--- src/core_settings.svh ---
`ifndef CORE_SETTINGS_SVH
`define CORE_SETTINGS_SVH

// data path and pc width
`define CORE_XLEN 32

// integer register file
`define CORE_REG_COUNT 32
`define CORE_REG_AW 5

// default instruction memory word-address width
`define CORE_IMEM_AW 10

// first fetch address
`define CORE_RESET_PC 32'h0000_0000

// addi x0, x0, 0
`define CORE_NOP 32'h0000_0013

`endif

--- src/core_pkg.sv ---
`include "core_settings.svh"

package core_pkg;

  // major opcodes of the supported rv32i subset
  typedef enum logic [6:0] {
    OPC_OP     = 7'b0110011,
    OPC_OP_IMM = 7'b0010011,
    OPC_LUI    = 7'b0110111,
    OPC_AUIPC  = 7'b0010111,
    OPC_JAL    = 7'b1101111,
    OPC_JALR   = 7'b1100111,
    OPC_BRANCH = 7'b1100011
  } opcode_e;

  // alu operations, the last six only drive the branch condition
  typedef enum logic [3:0] {
    ALU_ADD  = 4'd0,
    ALU_SUB  = 4'd1,
    ALU_SLL  = 4'd2,
    ALU_SLT  = 4'd3,
    ALU_SLTU = 4'd4,
    ALU_XOR  = 4'd5,
    ALU_SRL  = 4'd6,
    ALU_SRA  = 4'd7,
    ALU_OR   = 4'd8,
    ALU_AND  = 4'd9,
    ALU_BEQ  = 4'd10,
    ALU_BNE  = 4'd11,
    ALU_BLT  = 4'd12,
    ALU_BGE  = 4'd13,
    ALU_BLTU = 4'd14,
    ALU_BGEU = 4'd15
  } alu_op_e;

  // execute operand source
  typedef enum logic {
    FWD_NONE = 1'b0,
    FWD_WB   = 1'b1
  } fwd_sel_e;

  // alu operand a source
  typedef enum logic [1:0] {
    A_SRC_REG  = 2'd0,
    A_SRC_ZERO = 2'd1,
    A_SRC_PC   = 2'd2
  } a_src_e;

  typedef struct packed {
    alu_op_e                 alu_op;
    a_src_e                  a_src;
    logic                    b_is_imm;
    logic                    reg_write;
    logic                    is_branch;
    logic                    is_jal;
    logic                    is_jalr;
    // 0 selects the alu result, 1 the link address
    logic                    wb_sel;
    logic [`CORE_REG_AW-1:0] rd_addr;
    logic [`CORE_REG_AW-1:0] rs1_addr;
    logic [`CORE_REG_AW-1:0] rs2_addr;
  } ctrl_t;

  typedef struct packed {
    logic                    valid;
    logic [`CORE_XLEN-1:0]   pc;
    logic [`CORE_XLEN-1:0]   insn;
    logic [`CORE_REG_AW-1:0] rd_addr;
    logic [`CORE_XLEN-1:0]   rd_wdata;
  } retire_t;

endpackage

--- src/insn_decoder.sv ---
`timescale 1ns/1ps
`include "core_settings.svh"

module insn_decoder (
  input  logic [`CORE_XLEN-1:0] insn_i,
  output core_pkg::ctrl_t       ctrl_o,
  output logic [`CORE_XLEN-1:0] imm_o
);
  import core_pkg::*;

  typedef enum logic [1:0] {
    IMM_I,
    IMM_B,
    IMM_U,
    IMM_J
  } imm_fmt_e;

  opcode_e                 opcode;
  logic [2:0]              funct3;
  logic                    funct7_b5;
  logic [`CORE_REG_AW-1:0] rd_field;
  logic [`CORE_REG_AW-1:0] rs1_field;
  logic [`CORE_REG_AW-1:0] rs2_field;
  imm_fmt_e                imm_fmt;
  alu_op_e                 arith_op;
  alu_op_e                 cmp_op;
  logic                    cmp_ok;

  assign opcode    = opcode_e'(insn_i[6:0]);
  assign funct3    = insn_i[14:12];
  assign funct7_b5 = insn_i[30];
  assign rd_field  = insn_i[11:7];
  assign rs1_field = insn_i[19:15];
  assign rs2_field = insn_i[24:20];

  // op and op_imm share funct3, sub only exists in the register form
  always_comb begin
    unique case (funct3)
      3'b000: arith_op = (opcode == OPC_OP && funct7_b5) ? ALU_SUB : ALU_ADD;
      3'b001: arith_op = ALU_SLL;
      3'b010: arith_op = ALU_SLT;
      3'b011: arith_op = ALU_SLTU;
      3'b100: arith_op = ALU_XOR;
      3'b101: arith_op = funct7_b5 ? ALU_SRA : ALU_SRL;
      3'b110: arith_op = ALU_OR;
      3'b111: arith_op = ALU_AND;
    endcase
  end

  // branch compares, funct3 010 and 011 are not branches
  always_comb begin
    cmp_op = ALU_BEQ;
    cmp_ok = 1'b1;
    case (funct3)
      3'b000:  cmp_op = ALU_BEQ;
      3'b001:  cmp_op = ALU_BNE;
      3'b100:  cmp_op = ALU_BLT;
      3'b101:  cmp_op = ALU_BGE;
      3'b110:  cmp_op = ALU_BLTU;
      3'b111:  cmp_op = ALU_BGEU;
      default: cmp_ok = 1'b0;
    endcase
  end

  // unknown opcodes keep the all-zero control word and retire as a nop
  always_comb begin
    ctrl_o  = '0;
    imm_fmt = IMM_I;
    case (opcode)
      OPC_OP: begin
        ctrl_o.alu_op    = arith_op;
        ctrl_o.reg_write = 1'b1;
        ctrl_o.rd_addr   = rd_field;
        ctrl_o.rs1_addr  = rs1_field;
        ctrl_o.rs2_addr  = rs2_field;
      end
      OPC_OP_IMM: begin
        ctrl_o.alu_op    = arith_op;
        ctrl_o.b_is_imm  = 1'b1;
        ctrl_o.reg_write = 1'b1;
        ctrl_o.rd_addr   = rd_field;
        ctrl_o.rs1_addr  = rs1_field;
      end
      OPC_LUI, OPC_AUIPC: begin
        ctrl_o.a_src     = (opcode == OPC_LUI) ? A_SRC_ZERO : A_SRC_PC;
        ctrl_o.b_is_imm  = 1'b1;
        ctrl_o.reg_write = 1'b1;
        ctrl_o.rd_addr   = rd_field;
        imm_fmt          = IMM_U;
      end
      OPC_JAL: begin
        ctrl_o.is_jal    = 1'b1;
        ctrl_o.reg_write = 1'b1;
        ctrl_o.wb_sel    = 1'b1;
        ctrl_o.rd_addr   = rd_field;
        imm_fmt          = IMM_J;
      end
      OPC_JALR: begin
        ctrl_o.is_jalr   = 1'b1;
        ctrl_o.reg_write = 1'b1;
        ctrl_o.wb_sel    = 1'b1;
        ctrl_o.rd_addr   = rd_field;
        ctrl_o.rs1_addr  = rs1_field;
      end
      OPC_BRANCH: begin
        ctrl_o.alu_op    = cmp_op;
        ctrl_o.is_branch = cmp_ok;
        ctrl_o.rs1_addr  = rs1_field;
        ctrl_o.rs2_addr  = rs2_field;
        imm_fmt          = IMM_B;
      end
      default: ;
    endcase
  end

  always_comb begin
    unique case (imm_fmt)
      IMM_I: imm_o = {{20{insn_i[31]}}, insn_i[31:20]};
      IMM_B: imm_o = {{20{insn_i[31]}}, insn_i[7], insn_i[30:25], insn_i[11:8], 1'b0};
      IMM_U: imm_o = {insn_i[31:12], 12'b0};
      IMM_J: imm_o = {{12{insn_i[31]}}, insn_i[19:12], insn_i[20], insn_i[30:21], 1'b0};
    endcase
  end

endmodule

--- src/reg_file.sv ---
`timescale 1ns/1ps
`include "core_settings.svh"

module reg_file (
  input  logic                    clk_i,
  input  logic                    rst_i,
  input  logic [`CORE_REG_AW-1:0] rs1_addr_i,
  input  logic [`CORE_REG_AW-1:0] rs2_addr_i,
  input  logic [`CORE_REG_AW-1:0] rd_addr_i,
  input  logic                    rd_we_i,
  input  logic [`CORE_XLEN-1:0]   rd_wdata_i,
  output logic [`CORE_XLEN-1:0]   rs1_rdata_o,
  output logic [`CORE_XLEN-1:0]   rs2_rdata_o
);

  logic [`CORE_XLEN-1:0] regs [`CORE_REG_COUNT];
  logic                  wr_en;

  // x0 is never written, so it keeps its reset value of zero
  assign wr_en = rd_we_i && (rd_addr_i != '0);

  always_ff @(posedge clk_i) begin
    if (rst_i) begin
      for (int i = 0; i < `CORE_REG_COUNT; i++) begin
        regs[i] <= '0;
      end
    end else if (wr_en) begin
      regs[rd_addr_i] <= rd_wdata_i;
    end
  end

  // write-through, decode sees the value retiring in this cycle
  assign rs1_rdata_o = (wr_en && rd_addr_i == rs1_addr_i) ? rd_wdata_i : regs[rs1_addr_i];
  assign rs2_rdata_o = (wr_en && rd_addr_i == rs2_addr_i) ? rd_wdata_i : regs[rs2_addr_i];

endmodule

--- src/alu.sv ---
`timescale 1ns/1ps
`include "core_settings.svh"

module alu (
  input  logic [`CORE_XLEN-1:0] a_i,
  input  logic [`CORE_XLEN-1:0] b_i,
  input  core_pkg::alu_op_e     op_i,
  output logic [`CORE_XLEN-1:0] result_o,
  output logic                  branch_cond_o
);
  import core_pkg::*;

  localparam int SHAMT_W = $clog2(`CORE_XLEN);

  logic               eq;
  logic               lt_s;
  logic               lt_u;
  logic [SHAMT_W-1:0] shamt;

  // one set of comparators serves slt, sltu and all branches
  assign eq    = (a_i == b_i);
  assign lt_s  = ($signed(a_i) < $signed(b_i));
  assign lt_u  = (a_i < b_i);
  assign shamt = b_i[SHAMT_W-1:0];

  always_comb begin
    result_o      = '0;
    branch_cond_o = 1'b0;
    case (op_i)
      ALU_ADD:  result_o = a_i + b_i;
      ALU_SUB:  result_o = a_i - b_i;
      ALU_SLL:  result_o = a_i << shamt;
      ALU_SLT:  result_o = {{(`CORE_XLEN-1){1'b0}}, lt_s};
      ALU_SLTU: result_o = {{(`CORE_XLEN-1){1'b0}}, lt_u};
      ALU_XOR:  result_o = a_i ^ b_i;
      ALU_SRL:  result_o = a_i >> shamt;
      ALU_SRA:  result_o = $signed(a_i) >>> shamt;
      ALU_OR:   result_o = a_i | b_i;
      ALU_AND:  result_o = a_i & b_i;
      ALU_BEQ:  branch_cond_o = eq;
      ALU_BNE:  branch_cond_o = !eq;
      ALU_BLT:  branch_cond_o = lt_s;
      ALU_BGE:  branch_cond_o = !lt_s;
      ALU_BLTU: branch_cond_o = lt_u;
      ALU_BGEU: branch_cond_o = !lt_u;
    endcase
  end

endmodule

--- src/hazard_unit.sv ---
`timescale 1ns/1ps
`include "core_settings.svh"

module hazard_unit (
  input  logic [`CORE_REG_AW-1:0] ex_rs1_addr_i,
  input  logic [`CORE_REG_AW-1:0] ex_rs2_addr_i,
  input  logic [`CORE_REG_AW-1:0] wb_rd_addr_i,
  input  logic                    wb_reg_write_i,
  input  logic                    ex_taken_i,
  output core_pkg::fwd_sel_e      fwd_a_o,
  output core_pkg::fwd_sel_e      fwd_b_o,
  output logic                    flush_o
);
  import core_pkg::*;

  // forward when writeback is about to write the register execute reads
  function automatic fwd_sel_e src_fwd(
    input logic [`CORE_REG_AW-1:0] src_addr,
    input logic [`CORE_REG_AW-1:0] wb_addr,
    input logic                    wb_we
  );
    logic hit;
    hit = wb_we && (src_addr != '0) && (src_addr == wb_addr);
    return hit ? FWD_WB : FWD_NONE;
  endfunction

  assign fwd_a_o = src_fwd(ex_rs1_addr_i, wb_rd_addr_i, wb_reg_write_i);
  assign fwd_b_o = src_fwd(ex_rs2_addr_i, wb_rd_addr_i, wb_reg_write_i);

  // older instructions are needed later, only fetch and decode
  // hold wrong-path work when execute redirects
  assign flush_o = ex_taken_i;

endmodule

--- src/pipe_core.sv ---
`timescale 1ns/1ps
`include "core_settings.svh"

module pipe_core #(
  parameter int IMEM_AW = `CORE_IMEM_AW
) (
  input  logic                  clk_i,
  input  logic                  rst_i,
  input  logic [`CORE_XLEN-1:0] imem_rdata_i,
  output logic [IMEM_AW-1:0]    imem_addr_o,
  output core_pkg::retire_t     retire_o
);
  import core_pkg::*;

  logic [`CORE_XLEN-1:0]   if_pc;
  logic [`CORE_XLEN-1:0]   if_pc_plus4;
  logic [`CORE_XLEN-1:0]   if_pc_next;

  logic [`CORE_XLEN-1:0]   id_insn;
  logic [`CORE_XLEN-1:0]   id_pc;
  logic                    id_valid;
  ctrl_t                   id_ctrl;
  logic [`CORE_XLEN-1:0]   id_imm;
  logic [`CORE_XLEN-1:0]   id_rs1_data;
  logic [`CORE_XLEN-1:0]   id_rs2_data;

  ctrl_t                   ex_ctrl;
  logic [`CORE_XLEN-1:0]   ex_rs1_data;
  logic [`CORE_XLEN-1:0]   ex_rs2_data;
  logic [`CORE_XLEN-1:0]   ex_imm;
  logic [`CORE_XLEN-1:0]   ex_pc;
  logic [`CORE_XLEN-1:0]   ex_insn;
  logic                    ex_valid;
  fwd_sel_e                fwd_a;
  fwd_sel_e                fwd_b;
  logic [`CORE_XLEN-1:0]   ex_rs1;
  logic [`CORE_XLEN-1:0]   ex_rs2;
  logic [`CORE_XLEN-1:0]   ex_alu_a;
  logic [`CORE_XLEN-1:0]   ex_alu_b;
  logic [`CORE_XLEN-1:0]   ex_alu_result;
  logic                    ex_branch_cond;
  logic [`CORE_XLEN-1:0]   ex_target_sum;
  logic [`CORE_XLEN-1:0]   ex_target;
  logic                    ex_taken;
  logic [`CORE_XLEN-1:0]   ex_pc_plus4;
  logic [`CORE_XLEN-1:0]   ex_result;
  logic                    ex_reg_write;
  logic [`CORE_REG_AW-1:0] ex_rd_addr;
  logic                    flush;

  retire_t                 wb_retire;
  logic                    wb_reg_write;

  //////////////////////////////////////////////////////////////////////////
  // fetch
  //////////////////////////////////////////////////////////////////////////

  assign if_pc_plus4 = if_pc + 4;
  assign if_pc_next  = flush ? ex_target : if_pc_plus4;

  always_ff @(posedge clk_i) begin
    if (rst_i) begin
      if_pc <= `CORE_RESET_PC;
    end else begin
      if_pc <= if_pc_next;
    end
  end

  // word address into the instruction memory
  assign imem_addr_o = if_pc[IMEM_AW+1:2];

  always_ff @(posedge clk_i) begin
    if (rst_i || flush) begin
      id_insn  <= `CORE_NOP;
      id_valid <= 1'b0;
    end else begin
      id_insn  <= imem_rdata_i;
      id_pc    <= if_pc;
      id_valid <= 1'b1;
    end
  end

  //////////////////////////////////////////////////////////////////////////
  // decode
  //////////////////////////////////////////////////////////////////////////

  insn_decoder u_decoder (
    .insn_i (id_insn),
    .ctrl_o (id_ctrl),
    .imm_o  (id_imm)
  );

  reg_file u_reg_file (
    .clk_i       (clk_i),
    .rst_i       (rst_i),
    .rs1_addr_i  (id_ctrl.rs1_addr),
    .rs2_addr_i  (id_ctrl.rs2_addr),
    .rd_addr_i   (wb_retire.rd_addr),
    .rd_we_i     (wb_reg_write),
    .rd_wdata_i  (wb_retire.rd_wdata),
    .rs1_rdata_o (id_rs1_data),
    .rs2_rdata_o (id_rs2_data)
  );

  always_ff @(posedge clk_i) begin
    if (rst_i || flush) begin
      ex_ctrl  <= '0;
      ex_insn  <= `CORE_NOP;
      ex_valid <= 1'b0;
    end else begin
      ex_ctrl     <= id_ctrl;
      ex_rs1_data <= id_rs1_data;
      ex_rs2_data <= id_rs2_data;
      ex_imm      <= id_imm;
      ex_pc       <= id_pc;
      ex_insn     <= id_insn;
      ex_valid    <= id_valid;
    end
  end

  //////////////////////////////////////////////////////////////////////////
  // execute
  //////////////////////////////////////////////////////////////////////////

  hazard_unit u_hazard (
    .ex_rs1_addr_i  (ex_ctrl.rs1_addr),
    .ex_rs2_addr_i  (ex_ctrl.rs2_addr),
    .wb_rd_addr_i   (wb_retire.rd_addr),
    .wb_reg_write_i (wb_reg_write),
    .ex_taken_i     (ex_taken),
    .fwd_a_o        (fwd_a),
    .fwd_b_o        (fwd_b),
    .flush_o        (flush)
  );

  assign ex_rs1 = (fwd_a == FWD_WB) ? wb_retire.rd_wdata : ex_rs1_data;
  assign ex_rs2 = (fwd_b == FWD_WB) ? wb_retire.rd_wdata : ex_rs2_data;

  always_comb begin
    case (ex_ctrl.a_src)
      A_SRC_REG: ex_alu_a = ex_rs1;
      A_SRC_PC:  ex_alu_a = ex_pc;
      default:   ex_alu_a = '0;
    endcase
  end

  assign ex_alu_b = ex_ctrl.b_is_imm ? ex_imm : ex_rs2;

  alu u_alu (
    .a_i           (ex_alu_a),
    .b_i           (ex_alu_b),
    .op_i          (ex_ctrl.alu_op),
    .result_o      (ex_alu_result),
    .branch_cond_o (ex_branch_cond)
  );

  // jalr adds to rs1 and drops bit 0, branches and jal add to pc
  assign ex_target_sum = (ex_ctrl.is_jalr ? ex_rs1 : ex_pc) + ex_imm;
  assign ex_target     = {ex_target_sum[`CORE_XLEN-1:1],
                          ex_target_sum[0] & ~ex_ctrl.is_jalr};

  assign ex_taken = ex_valid &&
                    (ex_ctrl.is_jal || ex_ctrl.is_jalr ||
                     (ex_ctrl.is_branch && ex_branch_cond));

  assign ex_pc_plus4  = ex_pc + 4;
  assign ex_result    = ex_ctrl.wb_sel ? ex_pc_plus4 : ex_alu_result;
  assign ex_reg_write = ex_valid && ex_ctrl.reg_write;
  assign ex_rd_addr   = ex_reg_write ? ex_ctrl.rd_addr : '0;

  //////////////////////////////////////////////////////////////////////////
  // writeback
  //////////////////////////////////////////////////////////////////////////

  always_ff @(posedge clk_i) begin
    if (rst_i) begin
      wb_retire    <= '0;
      wb_reg_write <= 1'b0;
    end else begin
      wb_retire.valid    <= ex_valid;
      wb_retire.pc       <= ex_pc;
      wb_retire.insn     <= ex_insn;
      wb_retire.rd_addr  <= ex_rd_addr;
      // x0 destinations report a zero write value
      wb_retire.rd_wdata <= (ex_rd_addr != '0) ? ex_result : '0;
      wb_reg_write       <= ex_reg_write;
    end
  end

  assign retire_o = wb_retire;

endmodule

--- config.mk ---
export PLATFORM = sky130hd
export DESIGN_NAME = pipe_core
export DESIGN_NICKNAME = d
export VERILOG_FILES = /design/src/core_pkg.sv /design/src/insn_decoder.sv /design/src/reg_file.sv /design/src/alu.sv /design/src/hazard_unit.sv /design/src/pipe_core.sv
export VERILOG_INCLUDE_DIRS = /design/src
export SDC_FILE = /design/constraint.sdc
export NUM_CORES = 2
export LEC_CHECK = 0
export ABC_AREA = 1
export BUFFER_PORTS_ARGS = -buffer_cell sky130_fd_sc_hd__buf_4
export CAP_MARGIN = 20
export CELL_PAD_IN_SITES_DETAIL_PLACEMENT = 0
export CELL_PAD_IN_SITES_GLOBAL_PLACEMENT = 1
export CORE_ASPECT_RATIO = 0.5
export CORE_UTILIZATION = 40
export CTS_CLUSTER_DIAMETER = 80
export DETAILED_ROUTE_END_ITERATION = 16
export PLACE_DENSITY = 0.74
export SYNTH_ARGS = -nofsm -noshare
export SYNTH_HDL_FRONTEND = slang
export SYNTH_SLANG_ARGS = --single-unit
--- constraint.sdc ---
create_clock -name clk_i -period 9.9 [get_ports clk_i]
set_input_delay 0.495 -clock clk_i [delete_from_list [all_inputs] [get_ports clk_i]]
set_output_delay 0.495 -clock clk_i [all_outputs]
set_load 0.02 [all_outputs]
==> flow_metrics.py <==
metrics = {
    "synth": {
        "yosysSeqAreaShare": 0.494,
        "synth_cells": 9932,
        "syn_area_per_cell_um2": 8.18,
        "synth_seq_cells": 1412,
        "synth_area_um2": 81300,
        "synthFlopType": "edfxtp_1",
        "yosysWarnings": 0,
        "synth_edf_count": 1184,
        "synthArstFlopShare": 0,
        "ys_types": 65,
    },
    "global_route": {
        "grt_pass1_wl_um": 516000,
        "grt_overflow": 0,
        "grt_max_degree": 174,
        "antenna_found_initial": 24,
        "grt_pass1_vias": 69400,
        "grtUsageTotal": 0.349,
    },
    "placed_design": {
        "io_buffers": 145,
        "dp_cells": 12200,
        "place_ws_ps": 2030,
        "dpl.hpwl_um": 233000,
        "place.gp.congestion": 1.05,
        "place_area_um2": 84400,
    },
    "timing": {
        "drv_slew": 0,
        "relSlewSlack": 0.0954,
        "min_period_over_period": 0.805,
        "post-route-min-period_ps": 7970,
        "worstMarginPinSlew_ps": 1340,
        "hold_ws_ps": 276,
        "clock_skew_ps": 63.3,
        "finalSetupViolations": 0,
        "clock.fmax_mhz": 126,
        "rsz0062_at_grt": "false",
        "hold_viol_final": 0,
        "tns_ps": 0,
        "setup_slack_ps": 1930,
    },
    "worst_setup_path": {
        "startpoint_type": "flip-flop",
        "timing.rr.end": "ex_ctrl[10]$_SDFF_PP0_",
        "cpMostUsedCell": "nand2_1",
        "endpoint": "ex_ctrl[10]$_SDFF_PP0_",
        "cp.depth": 32,
        "required_ps": 10570,
        "reg2reg_slack_ps": 1930,
        "worstRegToRegCells": 32,
        "critPathMaxStageDelay_ps": 850,
        "r2r_start": "retire_o[33]$_SDFF_PP0_",
        "cp-end-kind": "flip-flop",
        "worstPathBufferInverterCount": 4,
        "crit_type": "reg -> reg",
        "critical-path-top-delay-family": "simple AND/OR/NAND/NOR gates",
        "crit_path_start": "retire_o[33]$_SDFF_PP0_",
        "cpMaxStageDelayCell": "buf_4",
        "crit_path_max_fanout": 79,
        "worstPathArrival_ps": 8630,
    },
    "cts": {
        "htreeDepth": 4,
        "cts_root_buffer": "clkbuf_16",
        "clock_path_buffers": 4,
        "clkSlewWorstSetupHoldPaths_ps": 70,
        "clock_sinks": 1412,
        "clk_latency_ps": 830,
        "cts_resized": 0,
        "cts_setup_buffers": 0,
        "numCtsBuffers": 149,
        "cts_tree": "built",
    },
    "cells_and_area": {
        "fin_nets": 9857,
        "final_common_cell": "nor2_1",
        "syn_to_final_growth_pct": 9.88,
        "final_area_um2": 89300,
        "final_cell_mix": "nor2_1, o21ai_0, edfxtp_1, nand2_1, inv_1",
        "fillers": 19900,
        "instances_no_fill": 12500,
        "layout.area.seq_um2": 40100,
        "drive_gt1_frac": 0.0817,
        "fin_util": 0.444,
        "multi_input_area_um2": 35200,
    },
    "detailed_routing": {
        "vias": 77300,
        "post_drt_wl_per_cell_um": 29.6,
        "drc": 0,
        "antenna_left": 0,
        "drt_pass1_iterations": 7,
        "routed_via_density": 6.18,
        "drt_iter0_drc": 11800,
        "totalWireLength_um": 370000,
    },
    "die": {
        "core_um2": 201000,
        "start_util": 0.404,
        "row_count": 116,
        "dieArea_um2": 205000,
        "fp.dieH_um": 321,
        "pin_count": 146,
        "fp.dieW_um": 639,
    },
    "pwr": {
        "vdd_drop_max_v": 0.000107,
        "p_leak_nw": 33.5,
        "finalPower_mw": 14.7,
        "cellPowerDensity_nw_per_um2": 164,
    },
    "worst_hold_path": {
        "worstHoldStart": "rst_i",
        "hold_class": "in -> reg",
    },
    "run": {
        "maxCapViolCount": 0,
    },
    "outcome": {
        "status": "finished, final reports clean",
    },
}
## registers in the layout, indices dropped and copies added (netlist names)
signal           cells
ex_ctrl             27
ex_imm              32
ex_insn             32
ex_pc               32
ex_rs1_data         32
ex_rs2_data         32
ex_valid             1
id_insn             32
id_pc               32
id_valid             1
if_pc               32
retire_o           102
u_reg_file.regs   1024
wb_reg_write         1
## per-layer routing
metal / track usage / vias to the layer above / part of all wire
met5: 0 / - / 0.00025
met2: 0.506 / 5097 / 0.41
met4: 0.157 / 14 / 0.051
met1: 0.474 / 37500 / 0.40
li1: - / 33800 / -
met3: 0.111 / 925 / 0.14
## area by class of cell
type / instances / area share
antenna: 10 / 0.000280
multi-input combinational: 6967 / 0.394
clock buffer: 185 / 0.0453
sequential: 1412 / 0.449
timing repair buffer: 388 / 0.0355
tap: 2714 / 0.0380
inverter: 772 / 0.0330
clock inverter: 66 / 0.00461
## worst reg2reg max path: cells and delay by family, from the launching register on
family / cells / cell delay (ps)
simple gates: 22 / 4170
compound gates: 4 / 800
buf+inv: 4 / 1540
fa+ha+maj: 2 / 730
flops: 1 / 580
## synth_stat cells, types with 5 or more instances
cell type / instances / area share
o221ai_1: 154 / 0.017
and2_1: 28 / 0.0022
inv_1: 707 / 0.033
buf_4: 29 / 0.0027
nand3_2: 26 / 0.0032
o311ai_0: 27 / 0.0029
clkbuf_1: 579 / 0.027
o311ai_1: 20 / 0.0022
nand4_1: 42 / 0.0032
o32ai_1: 26 / 0.0028
buf_6: 21 / 0.0029
edfxtp_1: 1184 / 0.44
nand2_1: 1171 / 0.054
nor2_2: 52 / 0.0040
o22ai_1: 52 / 0.0040
xnor2_1: 17 / 0.0018
nand3b_1: 7 / 0.00065
a21o_1: 12 / 0.0011
buf_1: 27 / 0.0012
or2_1: 5 / 0.00038
o21ai_1: 90 / 0.0055
o211a_1: 7 / 0.00086
a221oi_1: 5 / 0.00054
nor4_1: 9 / 0.00069
o21ai_0: 1379 / 0.085
dfxtp_1: 228 / 0.056
nand3_1: 568 / 0.035
o21ai_2: 7 / 0.00075
nor2_1: 1916 / 0.089
clkinv_1: 35 / 0.0016
nor3_1: 90 / 0.0055
a21oi_1: 544 / 0.034
inv_2: 29 / 0.0013
nand2_2: 33 / 0.0025
xor2_1: 47 / 0.0051
o31ai_1: 7 / 0.00065
a31oi_1: 8 / 0.00062
a211oi_1: 42 / 0.0039
ha_1: 130 / 0.020
o21bai_1: 9 / 0.00083
or2_2: 11 / 0.00085
buf_2: 155 / 0.0095
o211ai_1: 347 / 0.032
## where the power goes
group          switching (mW)  internal (mW)
Clock                    2.48           2.97
Sequential              0.137           6.65
Combinational            1.81          0.636
## kinds of logic (layout without fill, tap and decap cells)
family / Yosys count / in the layout / share of synthesized area
fa+ha+maj: 133 / 133 / 0.0208
simple gates: 3972 / 3972 / 0.202
buf+inv: 1584 / 1411 / 0.0789
flops: 1412 / 1412 / 0.494
compound gates: 2766 / 2766 / 0.197
xor+xnor: 64 / 64 / 0.00690
other cells: 1 / 42 / 0.0000462
## worst min path at each step
| stage | endpoint | slack, ps | cells after the start |
|---|---|---|---|
| 3_5_place_dp | retire_o[68]$_SDFF_PP0_ | 390 | 2 |
| 4_1_cts | retire_o[44]$_SDFF_PP0_ | 260 | 2 |
| 6_report | retire_o[44]$_SDFF_PP0_ | 280 | 2 |
| 2_1_floorplan | retire_o[37]$_SDFF_PP0_ | 390 | 2 |
| 3_3_place_gp | retire_o[66]$_SDFF_PP0_ | 390 | 2 |
| 5_1_grt | retire_o[44]$_SDFF_PP0_ | 300 | 2 |
## what timing repair did
item,4_1_cts,5_1_grt
endpoints found under the hold margin,32,0
setup endpoints to repair,0,0
hold buffers,32,0
(Power assumes the default switching activity.)
